==> src/pm_params.svh <==
`ifndef PM_PARAMS_SVH
`define PM_PARAMS_SVH

// system bus address width
`define PM_ADDR_W 16

// power manager window
// offset 0 is sleep/mask/lowpower, offset 1 is power level
`define PM_BASE_ADDR 16'hFF1F
`define PM_WIN_SIZE 2

// wake timer window
// reload lo, reload hi, control, status
`define TMR_BASE_ADDR 16'hFF20
`define TMR_WIN_SIZE 4

// low-power pwm
// the counter needs one extra bit so that a duty of 256 fits, which keeps
// the core enabled for the whole period at full power
`define PM_PWM_W 9
`define PM_PWM_PERIOD 256

// width of the wake timer reload value and counter
`define TMR_CNT_W 16

`endif

==> src/pm_pkg.sv <==
package pm_pkg;

    // field view of the sleep register, msb first
    typedef struct packed {
        logic [3:0] wake_mask;  // interrupt lines allowed to wake the core
        logic [1:0] reserved;   // stored and read back, no function
        logic       lowpower;   // pwm gating of the core enable
        logic       sleep;      // core halted while set
    } pm_sleep_fields_t;

    // the same byte as the bus moves it, or split into fields for control
    typedef union packed {
        logic [7:0]       raw;
        pm_sleep_fields_t f;
    } pm_sleep_u;

    // power manager register offsets
    typedef enum logic {
        PM_OFF_SLEEP = 1'b0,
        PM_OFF_POWER = 1'b1
    } pm_off_e;

    // wake timer register offsets
    // control: bit 0 run, bit 1 periodic
    // status: bit 0 fired, write 1 to clear
    typedef enum logic [1:0] {
        TMR_RELOAD_LO = 2'd0,
        TMR_RELOAD_HI = 2'd1,
        TMR_CTRL      = 2'd2,
        TMR_STATUS    = 2'd3
    } tmr_off_e;

endpackage

==> src/pm_regs.sv <==
`timescale 1ns/1ps

// sleep and power registers of the power manager
// a masked interrupt clears the sleep bit, even against a bus write to it
module pm_regs (
    input  logic              clk,
    input  logic              rst_n,
    input  logic              sel,       // window hit, enable already folded in
    input  pm_pkg::pm_off_e   offset,
    input  logic              write_en,
    input  logic [7:0]        data_in,
    output logic [7:0]        data_out,
    input  logic [3:0]        interrupts,
    output pm_pkg::pm_sleep_u sleep_reg,
    output logic [7:0]        power
);

    import pm_pkg::*;

    logic wr_sleep;
    logic wr_power;
    logic wake;

    assign wr_sleep = sel && write_en && (offset == PM_OFF_SLEEP);
    assign wr_power = sel && write_en && (offset == PM_OFF_POWER);

    // wake condition, mask taken from the register as it stands
    assign wake = |(sleep_reg.f.wake_mask & interrupts);

    always_ff @(posedge clk or negedge rst_n) begin
        if (!rst_n) begin
            sleep_reg.raw <= 8'h00;
        end else begin
            if (wr_sleep) begin
                sleep_reg.raw <= data_in;
            end
            // later assignment wins, the other seven bits follow the write
            if (wake) begin
                sleep_reg.f.sleep <= 1'b0;
            end
        end
    end

    always_ff @(posedge clk or negedge rst_n) begin
        if (!rst_n) begin
            power <= 8'hFF;    // full power out of reset
        end else if (wr_power) begin
            power <= data_in;
        end
    end

    // read back, zero when another block owns the access
    always_comb begin
        data_out = 8'h00;
        if (sel) begin
            case (offset)
                PM_OFF_SLEEP: data_out = sleep_reg.raw;
                PM_OFF_POWER: data_out = power;
            endcase
        end
    end

endmodule

==> src/pm_subsystem.sv <==
`timescale 1ns/1ps
`include "pm_params.svh"

// power manager and wake timer on one system bus
module pm_subsystem (
    input  logic                 clk,
    input  logic                 rst_n,
    input  logic                 enable,
    input  logic [`PM_ADDR_W-1:0] addr,
    input  logic                 write_en,
    input  logic [7:0]           data_in,
    output logic [7:0]           data_out,
    input  logic [3:1]           ext_irq,    // line 0 is the timer
    output logic                 cpu_enable
);

    import pm_pkg::*;

    logic [`PM_ADDR_W-1:0] pm_rel;
    logic [`PM_ADDR_W-1:0] tmr_rel;
    logic                  pm_sel;
    logic                  tmr_sel;
    pm_off_e               pm_off;
    tmr_off_e              tmr_off;
    logic [7:0]            pm_rdata;
    logic [7:0]            tmr_rdata;
    logic                  timer_irq;
    logic [3:0]            cpu_interrupts;

    // addresses below a base wrap to large values and miss the window
    assign pm_rel  = addr - `PM_BASE_ADDR;
    assign tmr_rel = addr - `TMR_BASE_ADDR;

    assign pm_sel  = enable && (pm_rel < `PM_WIN_SIZE);
    assign tmr_sel = enable && (tmr_rel < `TMR_WIN_SIZE);

    assign pm_off  = pm_off_e'(pm_rel[0]);
    assign tmr_off = tmr_off_e'(tmr_rel[1:0]);

    assign cpu_interrupts = {ext_irq, timer_irq};

    power_manager u_pm (
        .clk            (clk),
        .rst_n          (rst_n),
        .sel            (pm_sel),
        .offset         (pm_off),
        .write_en       (write_en),
        .data_in        (data_in),
        .data_out       (pm_rdata),
        .cpu_interrupts (cpu_interrupts),
        .cpu_enable     (cpu_enable)
    );

    wake_timer u_tmr (
        .clk       (clk),
        .rst_n     (rst_n),
        .sel       (tmr_sel),
        .offset    (tmr_off),
        .write_en  (write_en),
        .data_in   (data_in),
        .data_out  (tmr_rdata),
        .timer_irq (timer_irq)
    );

    // unselected blocks drive zero, so a miss reads zero
    assign data_out = pm_rdata | tmr_rdata;

endmodule

==> src/power_manager.sv <==
`timescale 1ns/1ps
`include "pm_params.svh"

// power manager
// holds the core while sleeping, lets any masked interrupt wake it, and in
// low-power mode runs the core for power+1 cycles out of every 256
module power_manager (
    input  logic            clk,
    input  logic            rst_n,
    input  logic            sel,
    input  pm_pkg::pm_off_e offset,
    input  logic            write_en,
    input  logic [7:0]      data_in,
    output logic [7:0]      data_out,
    input  logic [3:0]      cpu_interrupts,  // line 0 is the wake timer
    output logic            cpu_enable
);

    import pm_pkg::*;

    pm_sleep_u            sleep_reg;
    logic [7:0]           power;
    logic [`PM_PWM_W-1:0] duty;
    logic                 pwm_out;

    // registers, wake detection lives next to the sleep bit it clears
    pm_regs u_regs (
        .clk        (clk),
        .rst_n      (rst_n),
        .sel        (sel),
        .offset     (offset),
        .write_en   (write_en),
        .data_in    (data_in),
        .data_out   (data_out),
        .interrupts (cpu_interrupts),
        .sleep_reg  (sleep_reg),
        .power      (power)
    );

    // widen before the add so that power 0xFF gives a duty of 256
    assign duty = `PM_PWM_W'(power) + `PM_PWM_W'(1);

    pwm_gen u_pwm (
        .clk     (clk),
        .rst_n   (rst_n),
        .duty    (duty),
        .out_pwm (pwm_out)
    );

    // sleep wins over lowpower
    always_comb begin
        if (sleep_reg.f.sleep) begin
            cpu_enable = 1'b0;
        end else if (sleep_reg.f.lowpower) begin
            cpu_enable = pwm_out;
        end else begin
            cpu_enable = 1'b1;
        end
    end

endmodule

==> src/pwm_gen.sv <==
`timescale 1ns/1ps
`include "pm_params.svh"

// free running pwm with a fixed period
// out_pwm is high while the count is below duty, so a duty of n gives
// exactly n high cycles in every window of PM_PWM_PERIOD cycles
module pwm_gen (
    input  logic                 clk,
    input  logic                 rst_n,
    input  logic [`PM_PWM_W-1:0] duty,
    output logic                 out_pwm
);

    logic [`PM_PWM_W-1:0] count;
    logic                 count_wrap;

    // last count of the period
    assign count_wrap = (count == `PM_PWM_W'(`PM_PWM_PERIOD - 1));

    always_ff @(posedge clk or negedge rst_n) begin
        if (!rst_n) begin
            count <= '0;
        end else if (count_wrap) begin
            count <= '0;
        end else begin
            count <= count + 1'b1;
        end
    end

    // duty 0 never high, duty PERIOD always high
    assign out_pwm = (count < duty);

endmodule

==> src/wake_timer.sv <==
`timescale 1ns/1ps
`include "pm_params.svh"

// bus mapped wake timer
// 16-bit down counter loaded from the reload registers when run is written,
// the sticky fired flag is the interrupt
module wake_timer (
    input  logic             clk,
    input  logic             rst_n,
    input  logic             sel,
    input  pm_pkg::tmr_off_e offset,
    input  logic             write_en,
    input  logic [7:0]       data_in,
    output logic [7:0]       data_out,
    output logic             timer_irq
);

    import pm_pkg::*;

    logic [`TMR_CNT_W-1:0] reload;
    logic [`TMR_CNT_W-1:0] count;    // not visible on the bus
    logic                  run;
    logic                  periodic;
    logic                  fired;
    logic                  wr_lo;
    logic                  wr_hi;
    logic                  wr_ctrl;
    logic                  wr_stat;
    logic                  expire;

    assign wr_lo   = sel && write_en && (offset == TMR_RELOAD_LO);
    assign wr_hi   = sel && write_en && (offset == TMR_RELOAD_HI);
    assign wr_ctrl = sel && write_en && (offset == TMR_CTRL);
    assign wr_stat = sel && write_en && (offset == TMR_STATUS);

    // count reached zero while running, flag sets at this edge
    assign expire = run && (count == '0);

    always_ff @(posedge clk or negedge rst_n) begin
        if (!rst_n) begin
            reload <= '0;
        end else begin
            if (wr_lo) reload[7:0]  <= data_in;
            if (wr_hi) reload[15:8] <= data_in;
        end
    end

    always_ff @(posedge clk or negedge rst_n) begin
        if (!rst_n) begin
            run      <= 1'b0;
            periodic <= 1'b0;
            count    <= '0;
        end else if (wr_ctrl) begin
            run      <= data_in[0];
            periodic <= data_in[1];
            if (data_in[0]) begin
                count <= reload;    // start or restart
            end
        end else if (expire) begin
            if (periodic) begin
                count <= reload;
            end else begin
                run <= 1'b0;        // one-shot stops here
            end
        end else if (run) begin
            count <= count - 1'b1;
        end
    end

    // sticky flag, a new expiry beats a clear in the same cycle
    always_ff @(posedge clk or negedge rst_n) begin
        if (!rst_n) begin
            fired <= 1'b0;
        end else if (expire) begin
            fired <= 1'b1;
        end else if (wr_stat && data_in[0]) begin
            fired <= 1'b0;
        end
    end

    assign timer_irq = fired;

    always_comb begin
        data_out = 8'h00;
        if (sel) begin
            case (offset)
                TMR_RELOAD_LO: data_out = reload[7:0];
                TMR_RELOAD_HI: data_out = reload[15:8];
                TMR_CTRL:      data_out = {6'b0, periodic, run};
                TMR_STATUS:    data_out = {7'b0, fired};
            endcase
        end
    end

endmodule
==> config.mk <==
export PLATFORM = sky130hd
export DESIGN_NAME = pm_subsystem
export DESIGN_NICKNAME = d
export VERILOG_FILES = /design/src/pm_pkg.sv /design/src/pm_regs.sv /design/src/pm_subsystem.sv /design/src/power_manager.sv /design/src/pwm_gen.sv /design/src/wake_timer.sv
export VERILOG_INCLUDE_DIRS = /design/src
export SDC_FILE = /design/constraint.sdc
export NUM_CORES = 1
export LEC_CHECK = 0
export ABC_AREA = 1
export BUFFER_PORTS_ARGS = -buffer_cell sky130_fd_sc_hd__buf_4
export CAP_MARGIN = 20
export CELL_PAD_IN_SITES_DETAIL_PLACEMENT = 1
export CELL_PAD_IN_SITES_GLOBAL_PLACEMENT = 1
export CORE_MARGIN = 8
export CORE_UTILIZATION = 40
export CTS_CLUSTER_DIAMETER = 120
export DETAILED_ROUTE_END_ITERATION = 10
export GPL_TIMING_DRIVEN = 0
export PLACE_DENSITY = 0.86
export SYNTH_ARGS = -nofsm -noshare
export SYNTH_HDL_FRONTEND = slang
export SYNTH_SLANG_ARGS = --single-unit
==> constraint.sdc <==
create_clock -name clk -period 2 [get_ports clk]
set_clock_uncertainty 0.05 [all_clocks]
set_input_delay 0 -clock clk [delete_from_list [all_inputs] [get_ports clk]]
set_output_delay 0 -clock clk [all_outputs]
set_load 0.05 [all_outputs]
Word-level counts from Yosys, hierarchy flattened
Index checks and enable logic that the tools add are counted.
{ "classes": {"n_addsub": 5, "n_mul": 0, "n_div": 0, "magnitude_cmp": 3, "eq_ne": 7, "shifts": 0, "muxes": 19, "bitwise": 3, "n_reduce_logical": 21} }
{ "ops": {"columns": ["operator", "n"], "rows": [
  ["16-bit two-way mux", 5],
  ["8-bit case mux with 4 select lines", 1],
  ["16-bit subtractor (second input constant)", 2],
  ["16-bit zero test", 1],
  ["16-bit by 2-bit less-than comparator with 1-bit output (second input constant)", 1],
  ["16-bit by 3-bit less-than comparator with 1-bit output (second input constant)", 1],
  ["8-bit two-way mux", 2],
  ["8-bit case mux with 2 select lines", 1],
  ["16-bit by 1-bit subtractor with 16-bit output (second input constant)", 1],
  ["1-bit logical AND", 12],
  ["8-bit by 1-bit adder with 9-bit output (second input constant)", 1],
  ["9-bit by 1-bit adder with 9-bit output (second input constant)", 1],
  ["9-bit by 8-bit equality test with 1-bit output (second input constant)", 1],
  ["9-bit less-than comparator", 1],
  ["1-bit two-way mux", 9],
  ["9-bit two-way mux", 1],
  ["8-bit bitwise OR", 1],
  ["2-bit nonzero test", 3],
  ["4-bit AND", 1],
  ["2-bit equality test (second input constant)", 2],
  ["2-bit inequality test (second input constant)", 2],
  ["4-bit OR reduction", 1],
  ["3-bit by 1-bit inequality test with 1-bit output (second input constant)", 1],
  ["3-bit AND reduction", 1],
  ["5 further kinds", 5]
]} }
{ "word_totals": {"reg_bits": 60, "latchBits": 0, "ram_bits": 0, "rom_bits": 0, "input_bits": 31, "output_inout_bits": 9, "word_cells": 68, "mem_count": 0} }

Longest topological paths before layout
{ "depth": {"depth_word": 8, "depth_mapped": 18} }

Modules after synthesis
A second synthesis with hierarchy kept.
{ "hier_totals": {"cells_unflattened": 669, "area_unflattened_um2": 4504.3} }
{ "modules_own_cells": {"columns": ["mod", "n_inst", "cells_per_inst", "area_per_inst_um2", "seq_area_each_um2"], "rows": [
  ["wake_timer", 1, 335, 2274.7, 875.8],
  ["pm_regs", 1, 97, 830.8, 410.4],
  ["pwm_gen", 1, 85, 656.9, 225.2],
  ["pm_subsystem", 1, 120, 583.1, 0.0],
  ["power_manager", 1, 32, 158.9, 0.0]
]} }

Worst setup path before layout
OpenSTA, ideal clock, no wires.
{ "synth_timing": {"path_kind": "register -> output", "start": "reg u_pm.u_regs.power[0]", "end": "out cpu_enable", "t_arrival_ns": 2.548, "required_ns": 1.950, "setup_slack_ns": -0.598, "stages_incl_launch_ff": 11, "path_buffers": 0, "path_cell_list": "dfstp_2 -> ha_1 -> nand3_1 -> nand3b_1 -> nand3b_1 -> ha_1 -> nand2_1 -> nor2_1 -> o211ai_1 -> o2111ai_1 -> a21oi_1"} }
{ "synth_via": {"elab_chain_cells": 4} }
{ "synth_rtl": {"columns": ["element", "line", "rtl"], "rows": [
  ["start: declaration", "pm_regs.sv:15", "output logic [7:0] power"],
  ["start signal: assignment", "pm_regs.sv:48", "power <= data_in;"],
  ["8-bit by 1-bit adder with 9-bit output (no source line)", null, null],
  ["9-bit less-than comparator", "pwm_gen.sv:31", "assign out_pwm = (count < duty);"],
  ["1-bit two-way mux", "power_manager.sv:54", "end else if (sleep_reg.f.lowpower) begin"],
  ["1-bit two-way mux", "power_manager.sv:52", "if (sleep_reg.f.sleep) begin"],
  ["end: declaration", "pm_subsystem.sv:14", "output logic cpu_enable"]
]} }
No other way between the ends.

Final worst setup path
Same ends and word-level chain as after synthesis.

==> impl_metrics.toml <==
[run_status]
status = "complete, but fails checks"
failed_checks = "negative setup slack"

[global_route]
grt-ovfl-total = 0
grt_first_pass_wirelength_um = 26900
maximum_number_of_pins_on_one_net_before_global_route_repair = 61
grt_antenna_before_repair = 1
grt_pass1_vias = 5214
track_usage_pct = 23.4

[sta]
crit_path_time_final_ns = 3.11
worst_case_setup_margin_in_the_final_layout_ns = -1.11
timing.setup.tns_ns = -6.84
layout_worst_path_cycle_share_pct = 155
grt_setup_unrepaired = "true"
worst_slew_margin_rel_pct = 46.4
hold_violations = 0
report.final.slew_viol_count = 0
worst_pin_slew_ns = 0.805
finalSetupViolCount = 20
max_freq_mhz = 322

[clock_network]
cts_htree_levels = 3
cts.root.buffer_cell = "sky130_fd_sc_hd__clkbuf_8"
cts_tree = "yes"
clkSlewWorstSetupHoldPaths_ns = 0.08
insertion_delay_of_the_later_clocked_pin_in_the_worst_skew_pair_ns = 0.36
clock_sinks = 60
cts_inserted_buffers = 9
clock_tree.buffer_depth = 2

[place]
io_buffers = 37
detailed_place_hpwl_um = 10100
place.gp.congestion = 0.838
pre_cts_slack_ns = -0.545
placed_cells_incl_taps = 777

[worst_setup_path]
setup.worst_path.start_class = "flip-flop"
cp_num_buf_inv = 1
worst_setup_path_end_kind = "output port"
critical-path-top-delay-family = "simple AND/OR/NAND/NOR gates"
r2r_slack_ns = -0.45
critPathMaxFanout = 4
r2r_cells = 14
critPathKind = "reg2out"
path_cells = "nand2_1 -> nor2_2 -> nand3_1 -> nor2_1 -> nand2_1 -> xor2_1 -> ha_1 -> nand2_2 -> nor2_2 -> o211ai_1 -> o2111ai_2 -> a21oi_4 -> buf_6"
critical_path.reg2reg.startpoint = "u_tmr.count[1]"
crit_arrival_ns = 3.06
worst_r2r_endpoint = "u_tmr.count[9]"
critical_path.max_stage_delay_ns = 0.63
cell_at_the_slowest_stage_of_the_critical_path = "sky130_fd_sc_hd__dfstp_2"
cp_data_required_time_ns = 1.95

[yosys]
post_synth_instance_area_um2 = 4300
synth.yosys.warnings = 0
netlist-cell-type-count = 44
post_synthesis_sequential_area_ratio_pct = 35.2
syn_area_per_cell_um2 = 7.16
syn_nets = 649
postSynthRegisterBits = 60
synthCells = 600

[pwr]
vdd_drop_max_mv = 0.304
power.density_cell_area_nw_per_um2 = 433
total_leakage_power_uw = 0.00283

[floorplanning]
initial_core_utilization_pct = 40.4
io_pins = 40
fp-row-count = 38
floorplan.core_area_um2 = 10700
die_h_um = 120
die_x_um = 120
floorplan.die_area_um2 = 14300

[min_path]
timing.hold.worst_path_depth = 5
worst_hold_path.endpoint = "u_tmr.timer_irq"
holdCritStartpoint = "addr[0]"
worstHoldPathType = "in2reg"

[finish]
largest_registers = "u_tmr.count: 16 flops, u_tmr.reload: 16 flops, u_pm.u_pwm.count: 9 flops"
synthToLayoutAreaGrowth_pct = 39.0
drive_gt1_share_pct = 33.3
nets = 746
layout_filler_cell_count = 1286
post-route-util_pct = 56.1
layout.cells.non_filler = 843
multi_input_area_um2 = 2900
sequential_cell_area_um2 = 1510
most-common-layout-cells = "sky130_fd_sc_hd__nand2_1 (156), sky130_fd_sc_hd__buf_4 (62), sky130_fd_sc_hd__inv_1 (61), sky130_fd_sc_hd__dfrtp_1 (52), sky130_fd_sc_hd__nand3_1 (45)"
layout_commonest_cell = "sky130_fd_sc_hd__nand2_1"

[routing]
drc_errors = 0
initialDrtViolationCount = 358
detailedRoute.firstPassIterationCount = 7
post_drt_via_cell_ratio = 5.84
postRouteWirelength_um = 20100
wl_per_cell_um = 23.8
detail-route-antenna-nets = 0
route.vias.total = 4926

[run]
max-cap-violations = 0
[stage by stage]
stage	hold WS, ns	power, uW	instance area, um2
2_1_floorplan	-0.346	1380	4330
3_3_place_gp	0.0690	1500	4790
3_5_place_dp	0.0711	1510	4790
4_1_cts	0.198	2490	5590
5_1_grt	0.0955	2650	5980
6_report	0.0663	2580	5980
[power by group]
group          total, uW  internal [uW]  leakage (uW)  switching, uW
sequential          1220           1220      0.000743           2.48
combinational        337            125       0.00200            212
clock               1030            483     0.0000844            547
total               2580           1820       0.00283            761
[layer usage]
layer	share of wire, %	vias up	track usage, %
li1	-	2145	-
met5	0	-	0
met2	52	251	43.5
met3	5.7	94	4.56
met1	37	2436	25.1
met4	5.7	0	10.6
[tightest hold or removal path: stages]
cell and delay [ns]:
sky130_fd_sc_hd__buf_8 0.09, sky130_fd_sc_hd__ha_4 0.15, sky130_fd_sc_hd__nand3_1 0.07, sky130_fd_sc_hd__nand2_1 0.06, sky130_fd_sc_hd__nand2_1 0.05
[synth_stat cells (all sizes together)]
| cell type | number | area [um2] |
|---|---|---|
| a21oi | 9 | 45.0 |
| o32ai | 1 | 8.76 |
| o211ai | 2 | 15.0 |
| nor4 | 2 | 12.5 |
| nor2 | 52 | 254 |
| buf | 12 | 104 |
| o2111ai | 1 | 8.76 |
| mux2i | 4 | 40.0 |
| or2 | 1 | 6.26 |
| clkbuf | 3 | 11.3 |
| nor3 | 10 | 55.1 |
| nand2 | 198 | 793 |
| xor2 | 13 | 114 |
| a22o | 1 | 8.76 |
| a31oi | 1 | 6.26 |
| dfrtp | 52 | 1300 |
| a221oi | 3 | 26.3 |
| inv | 76 | 288 |
| nand4 | 9 | 77.6 |
| ha | 18 | 225 |
| a22oi | 2 | 15.0 |
| nand3b | 7 | 65.1 |
| nand3 | 52 | 273 |
| o21ai | 57 | 289 |
| o22ai | 3 | 18.8 |
| dfstp | 8 | 210 |
| xnor2 | 3 | 26.3 |
[layout make-up]
type | instances | share of cell area, %
Multi-Input combinational cell | 449 | 48.5
Timing Repair Buffer | 88 | 13.0
Antenna cell | 1 | 0.0419
Inverter | 76 | 5.23
Buffer | 13 | 2.24
Tap cell | 140 | 2.93
Clock buffer | 14 | 2.55
Sequential cell | 60 | 25.3
Clock inverter | 2 | 0.168
[logic make-up (layout without fill, tap and decap cells)]
| group | count (synthesis) | in the layout | synth area share, % |
|---|---|---|---|
| mux | 4 | 4 | 0.932 |
| xor+xnor | 16 | 16 | 3.26 |
| simple gates | 331 | 331 | 35.7 |
| compound gates | 80 | 80 | 10.3 |
| fa+ha+maj | 18 | 18 | 5.24 |
| other cells | 0 | 1 | 0 |
| buf+inv | 91 | 193 | 9.37 |
| flops | 60 | 60 | 35.2 |
[what timing repair did]
item,CTS,global route
endpoints found under the hold margin,86,0
resized for setup,88,81
hold buffers,12,0
setup endpoints to repair,37,46
gates cloned,6,0
setup buffers,22,11
pin swaps,23,34
[how the worst max path moves through the flow]
stage                              start           to  slack [ns]  depth (start not counted)
floorplan                        addr[0]  data_out[0]       -0.24                          9
global placement    u_pm.u_regs.power[0]   cpu_enable       -0.46                         11
detailed placement  u_pm.u_regs.power[0]   cpu_enable       -0.54                         11
CTS                 u_pm.u_regs.power[0]   cpu_enable       -0.76                         12
global route        u_pm.u_regs.power[0]   cpu_enable       -1.20                         13
finish              u_pm.u_regs.power[0]   cpu_enable       -1.11                         13
Power figures use the tool's default switching activity.
